$ cat src/source/apple2_glue_pkg.sv
// Field positions assume the 32-bit menu status word layout of the Apple II+ core menu
package apple2_glue_pkg;

	// ========================================================================
	// Menu status word
	// ========================================================================
	localparam int STATUS_W = 32;

	// Single-bit fields
	localparam int ST_COLD_RESET     = 0;
	localparam int ST_CPU_6502       = 5;
	localparam int ST_JOY_SWAP       = 6;
	localparam int ST_TEXT_COMPOSITE = 21;

	// Low bit of each 2-bit field
	localparam int ST_PDL_LO     = 17;
	localparam int ST_SCREEN_LO  = 19;
	localparam int ST_PALETTE_LO = 24;
	localparam int ST_SLOT4_LO   = 28;
	localparam int ST_SLOT5_LO   = 30;

	localparam int MODE_W = 2;

	// Display mode 0 is the colour monitor
	localparam logic [MODE_W-1:0] SCREEN_COLOR = 2'd0;

	// Slot card codes, in menu order
	localparam logic [MODE_W-1:0] SLOT4_SOUND   = 2'd0;
	localparam logic [MODE_W-1:0] SLOT4_MOUSE   = 2'd1;
	localparam logic [MODE_W-1:0] SLOT5_RAMCARD = 2'd0;
	localparam logic [MODE_W-1:0] SLOT5_SOUND   = 2'd1;
	localparam logic [MODE_W-1:0] SLOT5_MOUSE   = 2'd2;

	// Paddle-as-analog selection
	localparam logic [MODE_W-1:0] PDL_X = 2'd1;
	localparam logic [MODE_W-1:0] PDL_Y = 2'd2;

	// ========================================================================
	// Memory, joystick and media
	// ========================================================================
	localparam int BYTE_W      = 8;
	localparam int MAIN_ADDR_W = 18;
	localparam int MAIN_DEPTH  = 196608;
	localparam int AUX_ADDR_W  = 16;
	localparam int AUX_DEPTH   = 65536;

	localparam int JOY_W     = 16;
	localparam int JOY_DIG_W = 6;

	localparam int IMG_SIZE_W = 64;

	// Bit index of each medium in img_mounted
	localparam int MEDIA_FD1 = 0;
	localparam int MEDIA_HDD = 1;
	localparam int MEDIA_FD2 = 2;

endpackage

$ cat src/source/option_ctrl.sv
// Keyboard toggle pulses are one cycle wide and must be at least two cycles apart
module option_ctrl (
	input  logic                                  clk_sys,
	input  logic                                  dd_reset,
	input  logic [apple2_glue_pkg::STATUS_W-1:0] status,
	input  logic                                  video_toggle,
	input  logic                                  palette_toggle,
	output logic [apple2_glue_pkg::STATUS_W-1:0] status_in,
	output logic                                  status_set,
	output logic                                  text_color,
	output logic                                  cpu_65c02,
	output logic                                  slot4_sound,
	output logic                                  slot4_mouse,
	output logic                                  slot5_ramcard,
	output logic                                  slot5_sound,
	output logic                                  slot5_mouse
);

	logic [apple2_glue_pkg::MODE_W-1:0] screen_mode;
	logic [apple2_glue_pkg::MODE_W-1:0] palette_mode;
	logic [apple2_glue_pkg::MODE_W-1:0] slot4_code;
	logic [apple2_glue_pkg::MODE_W-1:0] slot5_code;
	logic [apple2_glue_pkg::MODE_W-1:0] screen_req;
	logic [apple2_glue_pkg::MODE_W-1:0] palette_req;

	assign screen_mode  = status[apple2_glue_pkg::ST_SCREEN_LO +: apple2_glue_pkg::MODE_W];
	assign palette_mode = status[apple2_glue_pkg::ST_PALETTE_LO +: apple2_glue_pkg::MODE_W];
	assign slot4_code   = status[apple2_glue_pkg::ST_SLOT4_LO +: apple2_glue_pkg::MODE_W];
	assign slot5_code   = status[apple2_glue_pkg::ST_SLOT5_LO +: apple2_glue_pkg::MODE_W];

	// Card selection straight from the menu
	assign slot4_sound   = slot4_code == apple2_glue_pkg::SLOT4_SOUND;
	assign slot4_mouse   = slot4_code == apple2_glue_pkg::SLOT4_MOUSE;
	assign slot5_ramcard = slot5_code == apple2_glue_pkg::SLOT5_RAMCARD;
	assign slot5_sound   = slot5_code == apple2_glue_pkg::SLOT5_SOUND;
	assign slot5_mouse   = slot5_code == apple2_glue_pkg::SLOT5_MOUSE;

	// Composite text artifacts only make sense on the colour monitor
	always_ff @(posedge clk_sys) begin
		text_color <= (screen_mode == apple2_glue_pkg::SCREEN_COLOR) &&
			status[apple2_glue_pkg::ST_TEXT_COMPOSITE];
		cpu_65c02  <= ~status[apple2_glue_pkg::ST_CPU_6502];
	end

	// ========================================================================
	// Keyboard change requests
	// ========================================================================
	always_ff @(posedge clk_sys) begin
		if (dd_reset) begin
			status_set <= 1'b0;
		end else begin
			status_set <= video_toggle | palette_toggle;
		end
	end

	// Palette change forces the colour screen and overrides a video toggle
	always_ff @(posedge clk_sys) begin
		if (palette_toggle) begin
			palette_req <= palette_mode + 1'b1;
			screen_req  <= apple2_glue_pkg::SCREEN_COLOR;
		end else if (video_toggle) begin
			palette_req <= palette_mode;
			screen_req  <= screen_mode + 1'b1;
		end
	end

	always_comb begin
		status_in = status;
		if (status_set) begin
			status_in[apple2_glue_pkg::ST_SCREEN_LO +: apple2_glue_pkg::MODE_W]  = screen_req;
			status_in[apple2_glue_pkg::ST_PALETTE_LO +: apple2_glue_pkg::MODE_W] = palette_req;
		end
	end

	// The host sees one write per keyboard request
	a_single_set: assert property (@(posedge clk_sys) disable iff (dd_reset)
		status_set |=> !status_set);

endmodule

$ cat config.mk
export PLATFORM = sky130hd
export DESIGN_NAME = option_ctrl
export DESIGN_NICKNAME = d
export VERILOG_FILES = /design/src/source/apple2_glue_pkg.sv /design/src/source/option_ctrl.sv
export SDC_FILE = /design/constraint.sdc
export NUM_CORES = 1
export LEC_CHECK = 0
export BUFFER_PORTS_ARGS = -buffer_cell sky130_fd_sc_hd__buf_2
export CAP_MARGIN = 25
export CELL_PAD_IN_SITES_DETAIL_PLACEMENT = 1
export CELL_PAD_IN_SITES_GLOBAL_PLACEMENT = 2
export CORE_MARGIN = 2
export CORE_UTILIZATION = 11
export DETAILED_ROUTE_END_ITERATION = 7
export GPL_ROUTABILITY_DRIVEN = 0
export PLACE_DENSITY_LB_ADDON = 0.1
export SKIP_CTS_REPAIR_TIMING = 1
export SKIP_LAST_GASP = 1
export SYNTH_ARGS = -nofsm -noshare
export SYNTH_HDL_FRONTEND = slang
export SYNTH_SLANG_ARGS = --single-unit
$ cat constraint.sdc
create_clock -name clk_sys -period 1 [get_ports clk_sys]
set_clock_uncertainty 0.1 [all_clocks]
set_input_delay 0.25 -clock clk_sys [delete_from_list [all_inputs] [get_ports clk_sys]]
set_output_delay 0.25 -clock clk_sys [all_outputs]
set_load 0.02 [all_outputs]
Yosys cells after proc, flatten, opt, wreduce, memory -nomap -nowiden --
Index checks and enable logic that the tools add are counted.
Storage, ports and cells: register bits after elaboration 7
Operators by class: add/sub/neg operators 2, eq/ne operators 3, mux-type cells 4, bitwise operators 2, reduce and logical (&&, ||, !) cells 5
Operators by type and width (count):
- $mux W2 | 4
- $logic_not A2 Y1 | 3
- $add A2 B1 Y2 const B | 2
- $eq A2 B1 Y1 const B | 2
- $eq A2 B2 Y1 const B | 1
- $reduce_bool A2 Y1 | 1
- $logic_and A1 B1 Y1 | 1
- $not A1 Y1 | 1
- $or A1 B1 Y1 | 1

Longest topological paths before layout --
Gate-level depths: netlist of the first run.
depth in word-level cells 2, mapped depth 4, gate-level depth less buffers 4

Least setup slack after synthesis of the first run --
No wires, ideal clock.
path kind register to output, from reg status_set, to out status_in[19] (netlist name), data arrival time 934 ps, data required time 650 ps, slack -284 ps, stages on the path, launching flop included 2, path buffers 0, path through dfxtp_1 o21ai_0
Between the ends: cells in the longest elaborated chain, start to end 1
Ends and longest elaborated chain:
- from (decl) | RTL line option_ctrl.sv:9 | output logic status_set,
- from (signal assigned) | RTL line option_ctrl.sv:52 | status_set <= video_toggle | palette_toggle;
- $mux W2 | RTL line option_ctrl.sv:69 | if (status_set) begin
- to (decl) | RTL line option_ctrl.sv:8 | output logic [apple2_glue_pkg::STATUS_W-1:0] status_in,
No other way between the ends.

Worst setup path in the final report of the first run --
from reg status_set, to out status_in[24] (netlist name)
The elaborated chain is that of the path after synthesis.

==> flow_results.xml, run 1 <==
<?xml version="1.0" encoding="UTF-8"?>
<metrics>
  <group name="run_status">
    <metric name="failing_checks" unit="">negative setup slack</metric>
    <metric name="outcome" unit="">finished with violations</metric>
  </group>
  <group name="yosys">
    <metric name="synth_enable_flop_cells" unit="">2</metric>
    <metric name="synth_cell_types" unit="">17</metric>
    <metric name="syn_area_per_cell" unit="um^2">8.93</metric>
    <metric name="synthesis.nets" unit="">97</metric>
    <metric name="synthAdderAreaFrac" unit="">0.0234</metric>
    <metric name="synthesis.yosys.warnings" unit="">0</metric>
    <metric name="synth.mux.area_fraction" unit="">0.0607</metric>
    <metric name="synthTopCellsByArea" unit="">sky130_fd_sc_hd__buf_4 39%, sky130_fd_sc_hd__dfxtp_1 19%, sky130_fd_sc_hd__edfxtp_1 11%</metric>
    <metric name="most_used_standard_cell_by_instance_count_after_synthesis" unit="">sky130_fd_sc_hd__buf_4</metric>
    <metric name="synthesized_instance_count" unit="">60</metric>
    <metric name="synthArstFlopShare" unit="">0</metric>
    <metric name="synth_commonest_cells" unit="">28 x sky130_fd_sc_hd__buf_4, 5 x sky130_fd_sc_hd__dfxtp_1, 4 x sky130_fd_sc_hd__nor2_1</metric>
    <metric name="synth_xor_area_frac" unit="">0.0327</metric>
    <metric name="synth_top_cell_by_area" unit="">sky130_fd_sc_hd__buf_4</metric>
    <metric name="synth_simple_gate_area_share" unit="">0.138</metric>
    <metric name="post-synth-top-area-fraction" unit="">0.393</metric>
    <metric name="mappedNetlistArea" unit="um^2">536</metric>
    <metric name="synth.ff_latch_count" unit="">7</metric>
    <metric name="compound_gate_fraction_of_synth_area" unit="">0.0327</metric>
    <metric name="synth_top_family_by_area" unit="">buffers and inverters</metric>
    <metric name="synth_flop_cell" unit="">sky130_fd_sc_hd__dfxtp_1</metric>
    <metric name="register_area_share_after_synthesis" unit="">0.299</metric>
  </group>
  <group name="layout">
    <metric name="fin_cells" unit="">139</metric>
    <metric name="ant_cells" unit="">0</metric>
    <metric name="syn2layout_area_growth" unit="%">37.1</metric>
    <metric name="final_nets" unit="">110</metric>
    <metric name="drive_above_1_share" unit="">0.694</metric>
    <metric name="finish.instance_area" unit="um^2">734</metric>
    <metric name="num-fill-cells" unit="">557</metric>
    <metric name="fin_util" unit="">0.155</metric>
  </group>
  <group name="placed_design">
    <metric name="io_buffers" unit="">31</metric>
    <metric name="dp.cells" unit="">134</metric>
    <metric name="dpl-instance-area" unit="um^2">606</metric>
    <metric name="dp_hpwl" unit="um">1070</metric>
  </group>
  <group name="die">
    <metric name="die_area" unit="um^2">5440</metric>
    <metric name="placeableCoreArea" unit="um^2">4720</metric>
    <metric name="io_pins" unit="">76</metric>
    <metric name="placement_rows" unit="">25</metric>
    <metric name="die-width" unit="um">73.8</metric>
    <metric name="initial_core_util" unit="">0.113</metric>
    <metric name="height_of_the_die" unit="um">73.8</metric>
  </group>
  <group name="worst_hold_path">
    <metric name="cell_count_of_the_worst_hold_path" unit="">2</metric>
    <metric name="hold_end" unit="">cpu_65c02</metric>
    <metric name="min_from" unit="">status[5]</metric>
    <metric name="hold_path_class" unit="">in2reg</metric>
  </group>
  <group name="clock_tree">
    <metric name="clock_tree.buffer_depth" unit="">2</metric>
    <metric name="cts_bufs_inserted" unit="">3</metric>
    <metric name="clockRootBuffer" unit="">sky130_fd_sc_hd__clkbuf_8</metric>
    <metric name="cts.clk_slew.worst_paths" unit="ns">0.04</metric>
    <metric name="cts_max_level" unit="">1</metric>
    <metric name="tritoncts" unit="">built</metric>
    <metric name="clk-insertion-delay-late" unit="ns">0.22</metric>
    <metric name="numClockSinks" unit="">7</metric>
  </group>
  <group name="timing">
    <metric name="tightestPinTransition" unit="ns">0.185</metric>
    <metric name="timing.final.hold_violations" unit="">0</metric>
    <metric name="slew_headroom" unit="">0.876</metric>
    <metric name="grt_setup_unrepaired" unit="">true</metric>
    <metric name="total_neg_setup_slack" unit="ns">-1.50</metric>
    <metric name="fin_crit_sh" unit="">1.38</metric>
    <metric name="final-setup-viol-count" unit="">6</metric>
    <metric name="max_clock_freq" unit="MHz">724</metric>
    <metric name="maxSlewViolCount" unit="">0</metric>
    <metric name="setup_slack" unit="ns">-0.382</metric>
    <metric name="post-route-min-period" unit="ns">1.38</metric>
  </group>
  <group name="detailed_routing">
    <metric name="number_of_vias_after_detailed_routing" unit="">370</metric>
    <metric name="wire_per_inst" unit="um">8.80</metric>
    <metric name="route.final.wire_length" unit="um">1220</metric>
    <metric name="initialDrtViolationCount" unit="">15</metric>
    <metric name="antenna_violating_nets_post_route" unit="">0</metric>
    <metric name="drc" unit="">0</metric>
    <metric name="viasPerCell" unit="">2.66</metric>
    <metric name="detailedRoute.firstPassIterationCount" unit="">3</metric>
  </group>
  <group name="critical_path">
    <metric name="r2r_end" unit="">screen_req[0]</metric>
    <metric name="cp_data_required_time" unit="ns">0.65</metric>
    <metric name="timing.setup.critical_path_class" unit="">reg2out</metric>
    <metric name="slowest_stage" unit="">sky130_fd_sc_hd__dfxtp_4</metric>
    <metric name="reg2reg_depth" unit="">2</metric>
    <metric name="crit_path_max_fanout" unit="">6</metric>
    <metric name="path_delay_family" unit="">flip-flops</metric>
    <metric name="cp_bufs_invs" unit="">1</metric>
    <metric name="crit_chain" unit="">mux2_4 -&gt; buf_6</metric>
    <metric name="critical_path_arrival" unit="ns">1.03</metric>
    <metric name="regToRegSetupSlack" unit="ns">0.28</metric>
    <metric name="timing.critical_path.from_type" unit="">flop</metric>
    <metric name="worstSetupEndpointType" unit="">output pin</metric>
    <metric name="critical_path.max_stage_delay" unit="ns">0.37</metric>
    <metric name="timing.rr.start" unit="">screen_req[0]</metric>
  </group>
  <group name="global_route">
    <metric name="grt_max_degree" unit="">8</metric>
    <metric name="track_usage" unit="">0.0422</metric>
    <metric name="globalRoute.totalOverflow" unit="">0</metric>
    <metric name="grt_pass1_wl" unit="um">1620</metric>
    <metric name="antenna_found_initial" unit="">0</metric>
    <metric name="grt_pass1_vias" unit="">335</metric>
  </group>
  <group name="power">
    <metric name="total_leakage_power" unit="uW">0.000354</metric>
    <metric name="overall_power_after_layout" unit="uW">986</metric>
    <metric name="power.density_cell_area" unit="nW/um^2">1340</metric>
    <metric name="worst_ir_drop_vdd" unit="mV">0.263</metric>
  </group>
  <group name="run">
    <metric name="maxCapViolCount" unit="">0</metric>
  </group>
</metrics>
==> per-layer routing <==
metal  global-route usage  share of wire  vias up
li1                     -              -      184
met1               0.0483           0.38      166
met2               0.0565           0.49       18
met3               0.0151           0.11        2
met4               0.0465          0.020        0
met5                    0              0        -
==> cell usage in the layout (no fill, tap or decap) <==
cell	count
sky130_fd_sc_hd__nor2_1	4
sky130_fd_sc_hd__nand2_1	2
sky130_fd_sc_hd__xor2_1	1
sky130_fd_sc_hd__o21ai_4	1
sky130_fd_sc_hd__buf_2	22
sky130_fd_sc_hd__buf_6	6
sky130_fd_sc_hd__nor2b_4	3
sky130_fd_sc_hd__mux2i_1	1
sky130_fd_sc_hd__or2_4	1
sky130_fd_sc_hd__xnor2_1	1
sky130_fd_sc_hd__dfxtp_4	1
sky130_fd_sc_hd__clkbuf_1	1
sky130_fd_sc_hd__buf_4	8
sky130_fd_sc_hd__a211oi_1	1
sky130_fd_sc_hd__edfxtp_1	2
sky130_fd_sc_hd__ha_1	1
sky130_fd_sc_hd__nor2b_1	1
sky130_fd_sc_hd__inv_1	3
sky130_fd_sc_hd__o21ai_1	1
sky130_fd_sc_hd__clkbuf_8	3
sky130_fd_sc_hd__nand2_2	1
sky130_fd_sc_hd__and2_1	1
sky130_fd_sc_hd__mux2_4	2
sky130_fd_sc_hd__dfxtp_2	2
sky130_fd_sc_hd__dfxtp_1	2
==> cell families (layout without fill, tap and decap cells) <==
logic type / after synthesis / count (layout)
DFF: 7 / 7
buffers and inverters: 31 / 43
muxes: 3 / 3
xor gates and xnor gates: 2 / 2
adders and majority gates: 1 / 1
and+or+nand+nor: 13 / 13
AOI/OAI and AO/OA: 3 / 3
==> area by class of cell <==
class / instances / area (um^2) / area share
Inverter: 3 / 11.3 / 0.0153
Clock buffer: 4 / 45.0 / 0.0613
Timing Repair Buffer: 36 / 238 / 0.324
Tap cell: 67 / 83.8 / 0.114
Multi-Input combinational cell: 22 / 190 / 0.259
Sequential cell: 7 / 166 / 0.227
==> metrics by stage <==
step	setup WS, ns	hold WS, ns
finish	-0.382	0.0763
CTS	-0.428	0.0764
floorplan	-0.0885	0.205
detailed placement	-0.180	0.318
global route	-0.417	0.0880
global placement	-0.174	0.313
==> worst max-delay path by stage <==
stage               start             to  slack (ns)  depth (start not counted)
2_1_floorplan  status_set  status_in[24]       -0.09                          1
3_3_place_gp   status_set  status_in[24]       -0.17                          2
3_5_place_dp   status_set  status_in[25]       -0.18                          2
4_1_cts        status_set  status_in[25]       -0.43                          2
5_1_grt        status_set  status_in[24]       -0.42                          2
6_report       status_set  status_in[24]       -0.38                          2
==> sequential cells by signal, summed over array words and instances, names as in the netlist <==
| name | count |
|---|---|
| status_set | 1 |
| text_color | 1 |
| cpu_65c02 | 1 |
| palette_req | 2 |
| screen_req | 2 |
==> report_power, final <==
part	switching [uW]	leakage, uW	internal, uW
combinational	133	0.000269	133
clock	114	0.0000228	275
sequential	13.0	0.0000629	319
total	259	0.000354	727
Note: power is estimated with default switching activity, not from simulation.
==> run 2, diff against run 1 <==
--- a/config.mk
+++ b/config.mk
@@ -10,7 +10,7 @@
 export CELL_PAD_IN_SITES_DETAIL_PLACEMENT = 1
 export CELL_PAD_IN_SITES_GLOBAL_PLACEMENT = 2
 export CORE_MARGIN = 2
-export CORE_UTILIZATION = 11
+export CORE_UTILIZATION = 14
 export DETAILED_ROUTE_END_ITERATION = 7
 export GPL_ROUTABILITY_DRIVEN = 0
 export PLACE_DENSITY_LB_ADDON = 0.1
==> constraint.sdc (replaced) <==
create_clock -name clk_sys -period 1.7 [get_ports clk_sys]
set_clock_uncertainty 0.1 [all_clocks]
set_input_delay 0.425 -clock clk_sys [delete_from_list [all_inputs] [get_ports clk_sys]]
set_output_delay 0.425 -clock clk_sys [all_outputs]
set_load 0.02 [all_outputs]
==> flow_results.xml, run 2 (synthesized netlist as in run 1, its figures left out) <==
<?xml version="1.0" encoding="UTF-8"?>
<metrics>
  <group name="critical_path">
    <metric name="regToRegSetupSlack" unit="ns">1.00</metric>
    <metric name="cp_data_required_time" unit="ns">1.17</metric>
    <metric name="timing.critical_path.from_type" unit="">flop</metric>
    <metric name="crit_path_max_fanout" unit="">4</metric>
    <metric name="timing.setup.critical_path_class" unit="">reg2out</metric>
    <metric name="crit_chain" unit="">mux2_2 -&gt; buf_2</metric>
    <metric name="critical_path_arrival" unit="ns">1.07</metric>
    <metric name="cp_bufs_invs" unit="">1</metric>
    <metric name="path_delay_family" unit="">flip-flops</metric>
    <metric name="timing.rr.start" unit="">screen_req[0]</metric>
    <metric name="crit_start" unit="">status_set</metric>
    <metric name="reg2reg_depth" unit="">2</metric>
    <metric name="worstSetupEndpointType" unit="">output pin</metric>
    <metric name="slowest_stage" unit="">sky130_fd_sc_hd__dfxtp_2</metric>
    <metric name="r2r_end" unit="">screen_req[0]</metric>
    <metric name="critical_path.max_stage_delay" unit="ns">0.35</metric>
  </group>
  <group name="layout">
    <metric name="layout.cells.most_common_list" unit="">31 x sky130_fd_sc_hd__buf_2, 4 x sky130_fd_sc_hd__nor2_1, 4 x sky130_fd_sc_hd__dfxtp_1</metric>
    <metric name="drive_above_1_share" unit="">0.588</metric>
    <metric name="biggestRegsByFlops" unit="">palette_req (2), screen_req (2)</metric>
    <metric name="num-fill-cells" unit="">444</metric>
    <metric name="final_nets" unit="">106</metric>
    <metric name="fin_cells" unit="">116</metric>
    <metric name="most_common_library_cell_in_the_layout_ignoring_fill_and_taps" unit="">sky130_fd_sc_hd__buf_2</metric>
    <metric name="syn2layout_area_growth" unit="%">11.0</metric>
    <metric name="final-seq-area" unit="um^2">161</metric>
    <metric name="ant_cells" unit="">0</metric>
    <metric name="multi_input_gate_area" unit="um^2">154</metric>
  </group>
  <group name="clock_tree">
    <metric name="clock_tree.buffer_depth" unit="">2</metric>
    <metric name="tritoncts" unit="">built</metric>
    <metric name="cts.clk_slew.worst_paths" unit="ns">0.04</metric>
    <metric name="clockRootBuffer" unit="">sky130_fd_sc_hd__clkbuf_8</metric>
    <metric name="cts_bufs_inserted" unit="">3</metric>
    <metric name="numClockSinks" unit="">7</metric>
    <metric name="cts_max_level" unit="">1</metric>
    <metric name="clk-insertion-delay-late" unit="ns">0.22</metric>
  </group>
  <group name="timing">
    <metric name="worst_hold_slack" unit="ns">0.260</metric>
    <metric name="tightestPinTransition" unit="ns">0.172</metric>
    <metric name="max_clock_freq" unit="MHz">628</metric>
    <metric name="maxSlewViolCount" unit="">0</metric>
    <metric name="total_neg_setup_slack" unit="ns">0</metric>
    <metric name="fin_crit_sh" unit="">0.937</metric>
    <metric name="final-setup-viol-count" unit="">0</metric>
    <metric name="post-route-min-period" unit="ns">1.59</metric>
    <metric name="timing.final.hold_violations" unit="">0</metric>
    <metric name="slew_headroom" unit="">0.885</metric>
    <metric name="grt_setup_unrepaired" unit="">false</metric>
  </group>
  <group name="power">
    <metric name="power.density_cell_area" unit="nW/um^2">912</metric>
    <metric name="total_leakage_power" unit="uW">0.000300</metric>
    <metric name="worst_ir_drop_vdd" unit="mV">0.313</metric>
  </group>
  <group name="global_route">
    <metric name="globalRoute.totalOverflow" unit="">0</metric>
    <metric name="track_usage" unit="">0.0507</metric>
    <metric name="grt_pass1_wl" unit="um">1600</metric>
    <metric name="antenna_found_initial" unit="">0</metric>
    <metric name="grt_max_degree" unit="">6</metric>
    <metric name="grt_pass1_vias" unit="">359</metric>
  </group>
  <group name="detailed_routing">
    <metric name="viasPerCell" unit="">3.03</metric>
    <metric name="route.final.wire_length" unit="um">1060</metric>
    <metric name="drc" unit="">0</metric>
    <metric name="number_of_vias_after_detailed_routing" unit="">352</metric>
    <metric name="wire_per_inst" unit="um">9.11</metric>
    <metric name="detailedRoute.firstPassIterationCount" unit="">2</metric>
    <metric name="antenna_violating_nets_post_route" unit="">0</metric>
    <metric name="initialDrtViolationCount" unit="">6</metric>
  </group>
  <group name="worst_hold_path">
    <metric name="min_from" unit="">status[5]</metric>
    <metric name="hold_path_class" unit="">in2reg</metric>
    <metric name="cell_count_of_the_worst_hold_path" unit="">2</metric>
    <metric name="hold_end" unit="">cpu_65c02</metric>
  </group>
  <group name="die">
    <metric name="io_pins" unit="">76</metric>
    <metric name="initial_core_util" unit="">0.146</metric>
    <metric name="die-width" unit="um">65.8</metric>
    <metric name="placeableCoreArea" unit="um^2">3660</metric>
    <metric name="placement_rows" unit="">22</metric>
    <metric name="die_area" unit="um^2">4340</metric>
    <metric name="height_of_the_die" unit="um">65.8</metric>
  </group>
  <group name="run_status">
    <metric name="outcome" unit="">finished, final reports clean</metric>
  </group>
  <group name="placed_design">
    <metric name="io_buffers" unit="">31</metric>
    <metric name="dp_hpwl" unit="um">906</metric>
    <metric name="dp.cells" unit="">112</metric>
  </group>
  <group name="run">
    <metric name="maxCapViolCount" unit="">0</metric>
  </group>
</metrics>
==> run 2: power by group <==
| group | internal [uW] | total [uW] | leakage, uW | switching [uW] |
|---|---|---|---|---|
| Clock | 162 | 231 | 0.0000228 | 69.1 |
| Sequential | 188 | 193 | 0.0000622 | 5.30 |
| Combinational | 49.5 | 118 | 0.000215 | 68.5 |
| Total | 399 | 542 | 0.000300 | 143 |
==> run 2: per-stage QoR <==
| step | total power [uW] | setup WS (ns) | cell area (um^2) | utilization |
|---|---|---|---|---|
| 6_report | 542 | 0.108 | 594 | 0.162 |
| 5_1_grt | 582 | 0.0314 | 594 | 0.162 |
| 4_1_cts | 559 | 0.0276 | 593 | 0.162 |
| 3_5_place_dp | 317 | 0.227 | 548 | 0.150 |
| 3_3_place_gp | 318 | 0.230 | 548 | 0.150 |
| 2_1_floorplan | 346 | 0.240 | 536 | - |
==> run 2: final cells by class <==
| cell class | instances | area share |
|---|---|---|
| clock buffers | 4 | 0.0758 |
| inverters | 3 | 0.0189 |
| multi-input cells | 22 | 0.259 |
| flip-flops and latches | 7 | 0.272 |
| well taps | 48 | 0.101 |
| repair buffers | 32 | 0.274 |
==> run 2: how the worst max path moves through the flow <==
stage / endpoint / slack [ns] / cells past startpoint
floorplan: status_in[19] / 0.24 / 2
global placement: status_in[24] / 0.23 / 3
detailed placement: status_in[24] / 0.23 / 3
CTS: status_in[25] / 0.03 / 2
global route: status_in[20] / 0.03 / 3
finish: status_in[25] / 0.11 / 2
==> run 2: metal layers <==
metal	track usage	routed length, um
met5	0	0
met4	0.0313	0
met3	0.0341	149
met1	0.0548	418
met2	0.0720	489
==> run 3, diff against run 2 <==
--- a/config.mk
+++ b/config.mk
@@ -5,16 +5,16 @@
 export SDC_FILE = /design/constraint.sdc
 export NUM_CORES = 1
 export LEC_CHECK = 0
+export ABC_AREA = 1
 export BUFFER_PORTS_ARGS = -buffer_cell sky130_fd_sc_hd__buf_2
 export CAP_MARGIN = 25
 export CELL_PAD_IN_SITES_DETAIL_PLACEMENT = 1
 export CELL_PAD_IN_SITES_GLOBAL_PLACEMENT = 2
 export CORE_MARGIN = 2
-export CORE_UTILIZATION = 14
+export CORE_UTILIZATION = 13
 export DETAILED_ROUTE_END_ITERATION = 7
 export GPL_ROUTABILITY_DRIVEN = 0
 export PLACE_DENSITY_LB_ADDON = 0.1
-export SKIP_CTS_REPAIR_TIMING = 1
 export SKIP_LAST_GASP = 1
 export SYNTH_ARGS = -nofsm -noshare
 export SYNTH_HDL_FRONTEND = slang
==> flow_results.xml, run 3 <==
<?xml version="1.0" encoding="UTF-8"?>
<metrics>
  <group name="yosys">
    <metric name="synth_flop_cell" unit="">sky130_fd_sc_hd__dfxtp_1</metric>
    <metric name="mappedNetlistArea" unit="um^2">554</metric>
    <metric name="syn_area_per_cell" unit="um^2">7.02</metric>
    <metric name="synthesis.yosys.warnings" unit="">0</metric>
    <metric name="synthesis.nets" unit="">116</metric>
    <metric name="synth_enable_flop_cells" unit="">2</metric>
    <metric name="synthesized_instance_count" unit="">79</metric>
    <metric name="most_used_standard_cell_by_instance_count_after_synthesis" unit="">sky130_fd_sc_hd__buf_4</metric>
    <metric name="synthArstFlopShare" unit="">0</metric>
    <metric name="post-synth-top-area-fraction" unit="">0.379</metric>
    <metric name="synthTopCellsByArea" unit="">sky130_fd_sc_hd__buf_4 38%, sky130_fd_sc_hd__dfxtp_1 18%, sky130_fd_sc_hd__edfxtp_1 11%</metric>
    <metric name="synth_top_cell_by_area" unit="">sky130_fd_sc_hd__buf_4</metric>
    <metric name="synth.ff_latch_count" unit="">7</metric>
    <metric name="synth_cell_types" unit="">9</metric>
    <metric name="synth_commonest_cells" unit="">28 x sky130_fd_sc_hd__buf_4, 14 x sky130_fd_sc_hd__nand2_1, 13 x sky130_fd_sc_hd__inv_1</metric>
    <metric name="register_area_share_after_synthesis" unit="">0.289</metric>
  </group>
  <group name="global_route">
    <metric name="antenna_found_initial" unit="">0</metric>
    <metric name="globalRoute.totalOverflow" unit="">0</metric>
    <metric name="track_usage" unit="">0.0522</metric>
    <metric name="grt_pass1_wl" unit="um">1970</metric>
    <metric name="grt_pass1_vias" unit="">450</metric>
    <metric name="grt_max_degree" unit="">10</metric>
  </group>
  <group name="critical_path">
    <metric name="slowest_stage" unit="">sky130_fd_sc_hd__dfxtp_2</metric>
    <metric name="timing.critical_path.from_type" unit="">flop</metric>
    <metric name="crit_chain" unit="">o21ai_0 -&gt; buf_2</metric>
    <metric name="critical_path_arrival" unit="ns">0.96</metric>
    <metric name="timing.setup.critical_path_class" unit="">reg2out</metric>
    <metric name="path_delay_family" unit="">flip-flops</metric>
    <metric name="crit_path_max_fanout" unit="">9</metric>
    <metric name="cp_data_required_time" unit="ns">1.17</metric>
    <metric name="cp_bufs_invs" unit="">1</metric>
    <metric name="worstSetupEndpointType" unit="">output pin</metric>
    <metric name="critical_path.max_stage_delay" unit="ns">0.36</metric>
  </group>
  <group name="detailed_routing">
    <metric name="route.final.wire_length" unit="um">1180</metric>
    <metric name="initialDrtViolationCount" unit="">4</metric>
    <metric name="drc" unit="">0</metric>
    <metric name="wire_per_inst" unit="um">8.70</metric>
    <metric name="antenna_violating_nets_post_route" unit="">0</metric>
    <metric name="number_of_vias_after_detailed_routing" unit="">432</metric>
    <metric name="viasPerCell" unit="">3.18</metric>
    <metric name="detailedRoute.firstPassIterationCount" unit="">2</metric>
  </group>
  <group name="clock_tree">
    <metric name="clock_tree.buffer_depth" unit="">2</metric>
    <metric name="numClockSinks" unit="">7</metric>
    <metric name="cts.clk_slew.worst_paths" unit="ns">0.05</metric>
    <metric name="clk-insertion-delay-late" unit="ns">0.23</metric>
    <metric name="ctsHoldBuffers" unit="">0</metric>
    <metric name="cts_post_setup_buffers_inserted" unit="">0</metric>
    <metric name="cts_max_level" unit="">1</metric>
    <metric name="clockRootBuffer" unit="">sky130_fd_sc_hd__clkbuf_8</metric>
    <metric name="cts_bufs_inserted" unit="">3</metric>
    <metric name="tritoncts" unit="">built</metric>
  </group>
  <group name="layout">
    <metric name="fin_util" unit="">0.150</metric>
    <metric name="drive_above_1_share" unit="">0.430</metric>
    <metric name="fin_cells" unit="">136</metric>
    <metric name="syn2layout_area_growth" unit="%">9.93</metric>
    <metric name="final_nets" unit="">124</metric>
    <metric name="biggestRegsByFlops" unit="">palette_req (2), screen_req (2)</metric>
    <metric name="ant_cells" unit="">0</metric>
    <metric name="num-fill-cells" unit="">509</metric>
    <metric name="most_common_library_cell_in_the_layout_ignoring_fill_and_taps" unit="">sky130_fd_sc_hd__buf_2</metric>
    <metric name="finish.instance_area" unit="um^2">609</metric>
    <metric name="layout.cells.most_common_list" unit="">31 x sky130_fd_sc_hd__buf_2, 14 x sky130_fd_sc_hd__nand2_1, 13 x sky130_fd_sc_hd__inv_1</metric>
  </group>
  <group name="timing">
    <metric name="post-route-min-period" unit="ns">1.48</metric>
    <metric name="grt_setup_unrepaired" unit="">false</metric>
    <metric name="total_neg_setup_slack" unit="ns">0</metric>
    <metric name="slew_headroom" unit="">0.900</metric>
    <metric name="final-setup-viol-count" unit="">0</metric>
    <metric name="max_clock_freq" unit="MHz">676</metric>
    <metric name="fin_crit_sh" unit="">0.871</metric>
    <metric name="maxSlewViolCount" unit="">0</metric>
    <metric name="tightestPinTransition" unit="ns">0.148</metric>
    <metric name="timing.final.hold_violations" unit="">0</metric>
  </group>
  <group name="placed_design">
    <metric name="dpl-instance-area" unit="um^2">562</metric>
    <metric name="io_buffers" unit="">31</metric>
    <metric name="dp.cells" unit="">132</metric>
    <metric name="dp_hpwl" unit="um">1010</metric>
  </group>
  <group name="power">
    <metric name="overall_power_after_layout" unit="uW">547</metric>
    <metric name="total_leakage_power" unit="uW">0.000359</metric>
    <metric name="worst_ir_drop_vdd" unit="mV">0.167</metric>
    <metric name="power.density_cell_area" unit="nW/um^2">897</metric>
  </group>
  <group name="die">
    <metric name="placeableCoreArea" unit="um^2">4060</metric>
    <metric name="die-width" unit="um">69.3</metric>
    <metric name="die_area" unit="um^2">4800</metric>
    <metric name="placement_rows" unit="">23</metric>
    <metric name="io_pins" unit="">76</metric>
    <metric name="initial_core_util" unit="">0.137</metric>
    <metric name="height_of_the_die" unit="um">69.3</metric>
  </group>
  <group name="worst_hold_path">
    <metric name="hold_path_class" unit="">in2reg</metric>
  </group>
  <group name="run_status">
    <metric name="outcome" unit="">finished, final reports clean</metric>
  </group>
  <group name="run">
    <metric name="maxCapViolCount" unit="">0</metric>
  </group>
</metrics>
-- run 3: changes by cell type after synthesis, moves of 2 or more --
cell and change:
sky130_fd_sc_hd__nand2_1 +11, sky130_fd_sc_hd__nor2_1 +7, sky130_fd_sc_hd__inv_1 +10, sky130_fd_sc_hd__o21ai_0 +2, sky130_fd_sc_hd__mux2_2 -2, sky130_fd_sc_hd__nor2b_1 -3
-- run 3: layer usage --
metal | up-vias | GRT usage | part of all wire
met4 | 0 | 0.0414 | 0.025
met2 | 22 | 0.0908 | 0.49
met1 | 188 | 0.0465 | 0.36
met3 | 4 | 0.0233 | 0.12
met5 | - | 0 | 0
li1 | 218 | - | -
-- run 3: final cells by class --
class,instances,area (um^2),share of cell area
multi-input combinational,31,135,0.222
tap,50,62.6,0.103
clock inverter,1,5.00,0.00821
inverter,13,48.8,0.0801
clock buffer,3,41.3,0.0678
timing repair buffer,31,155,0.255
sequential,7,161,0.265
-- run 3: stage by stage --
step,hold slack (ns),setup slack (ns)
after floorplan,0.348,0.233
after global placement,0.371,0.272
after detailed placement,0.378,0.250
after CTS,0.245,0.0739
after global routing,0.239,0.110
final,0.246,0.220
-- run 3: worst paths after layout --
kind	startpoint	endpoint	slack (ns)	depth (start not counted)
worst max register to register	screen_req[1]	screen_req[1]	1.04	2
worst min register to register	screen_req[0]	screen_req[0]	0.38	2
worst max-delay path	status_set	status_in[25]	0.22	2
worst min-delay path	dd_reset	status_set	0.25	2
-- run 3: cells by family (layout without fill, tap and decap cells) --
kind of cell / Yosys count / after routing / share of synthesized area
AOI/OAI and AO/OA: 5 / 5 / 0.0519
and+or+nand+nor: 25 / 25 / 0.169
buffers and inverters: 41 / 48 / 0.467
DFF: 7 / 7 / 0.289
adders and majority gates: 1 / 1 / 0.0226
-- run 3: power breakdown --
group	total, uW	switching [uW]	internal [uW]	leakage [uW]
clock network	240	80.6	159	0.0000255
logic	114	72.6	41.3	0.000272
registers	193	6.65	186	0.0000622
-- run 3: what timing repair did --
| action | CTS | global route |
|---|---|---|
| gates resized for setup | 0 | 1 |
| endpoints found under the hold margin | 0 | 0 |
| endpoints found under the setup margin | 0 | 1 |
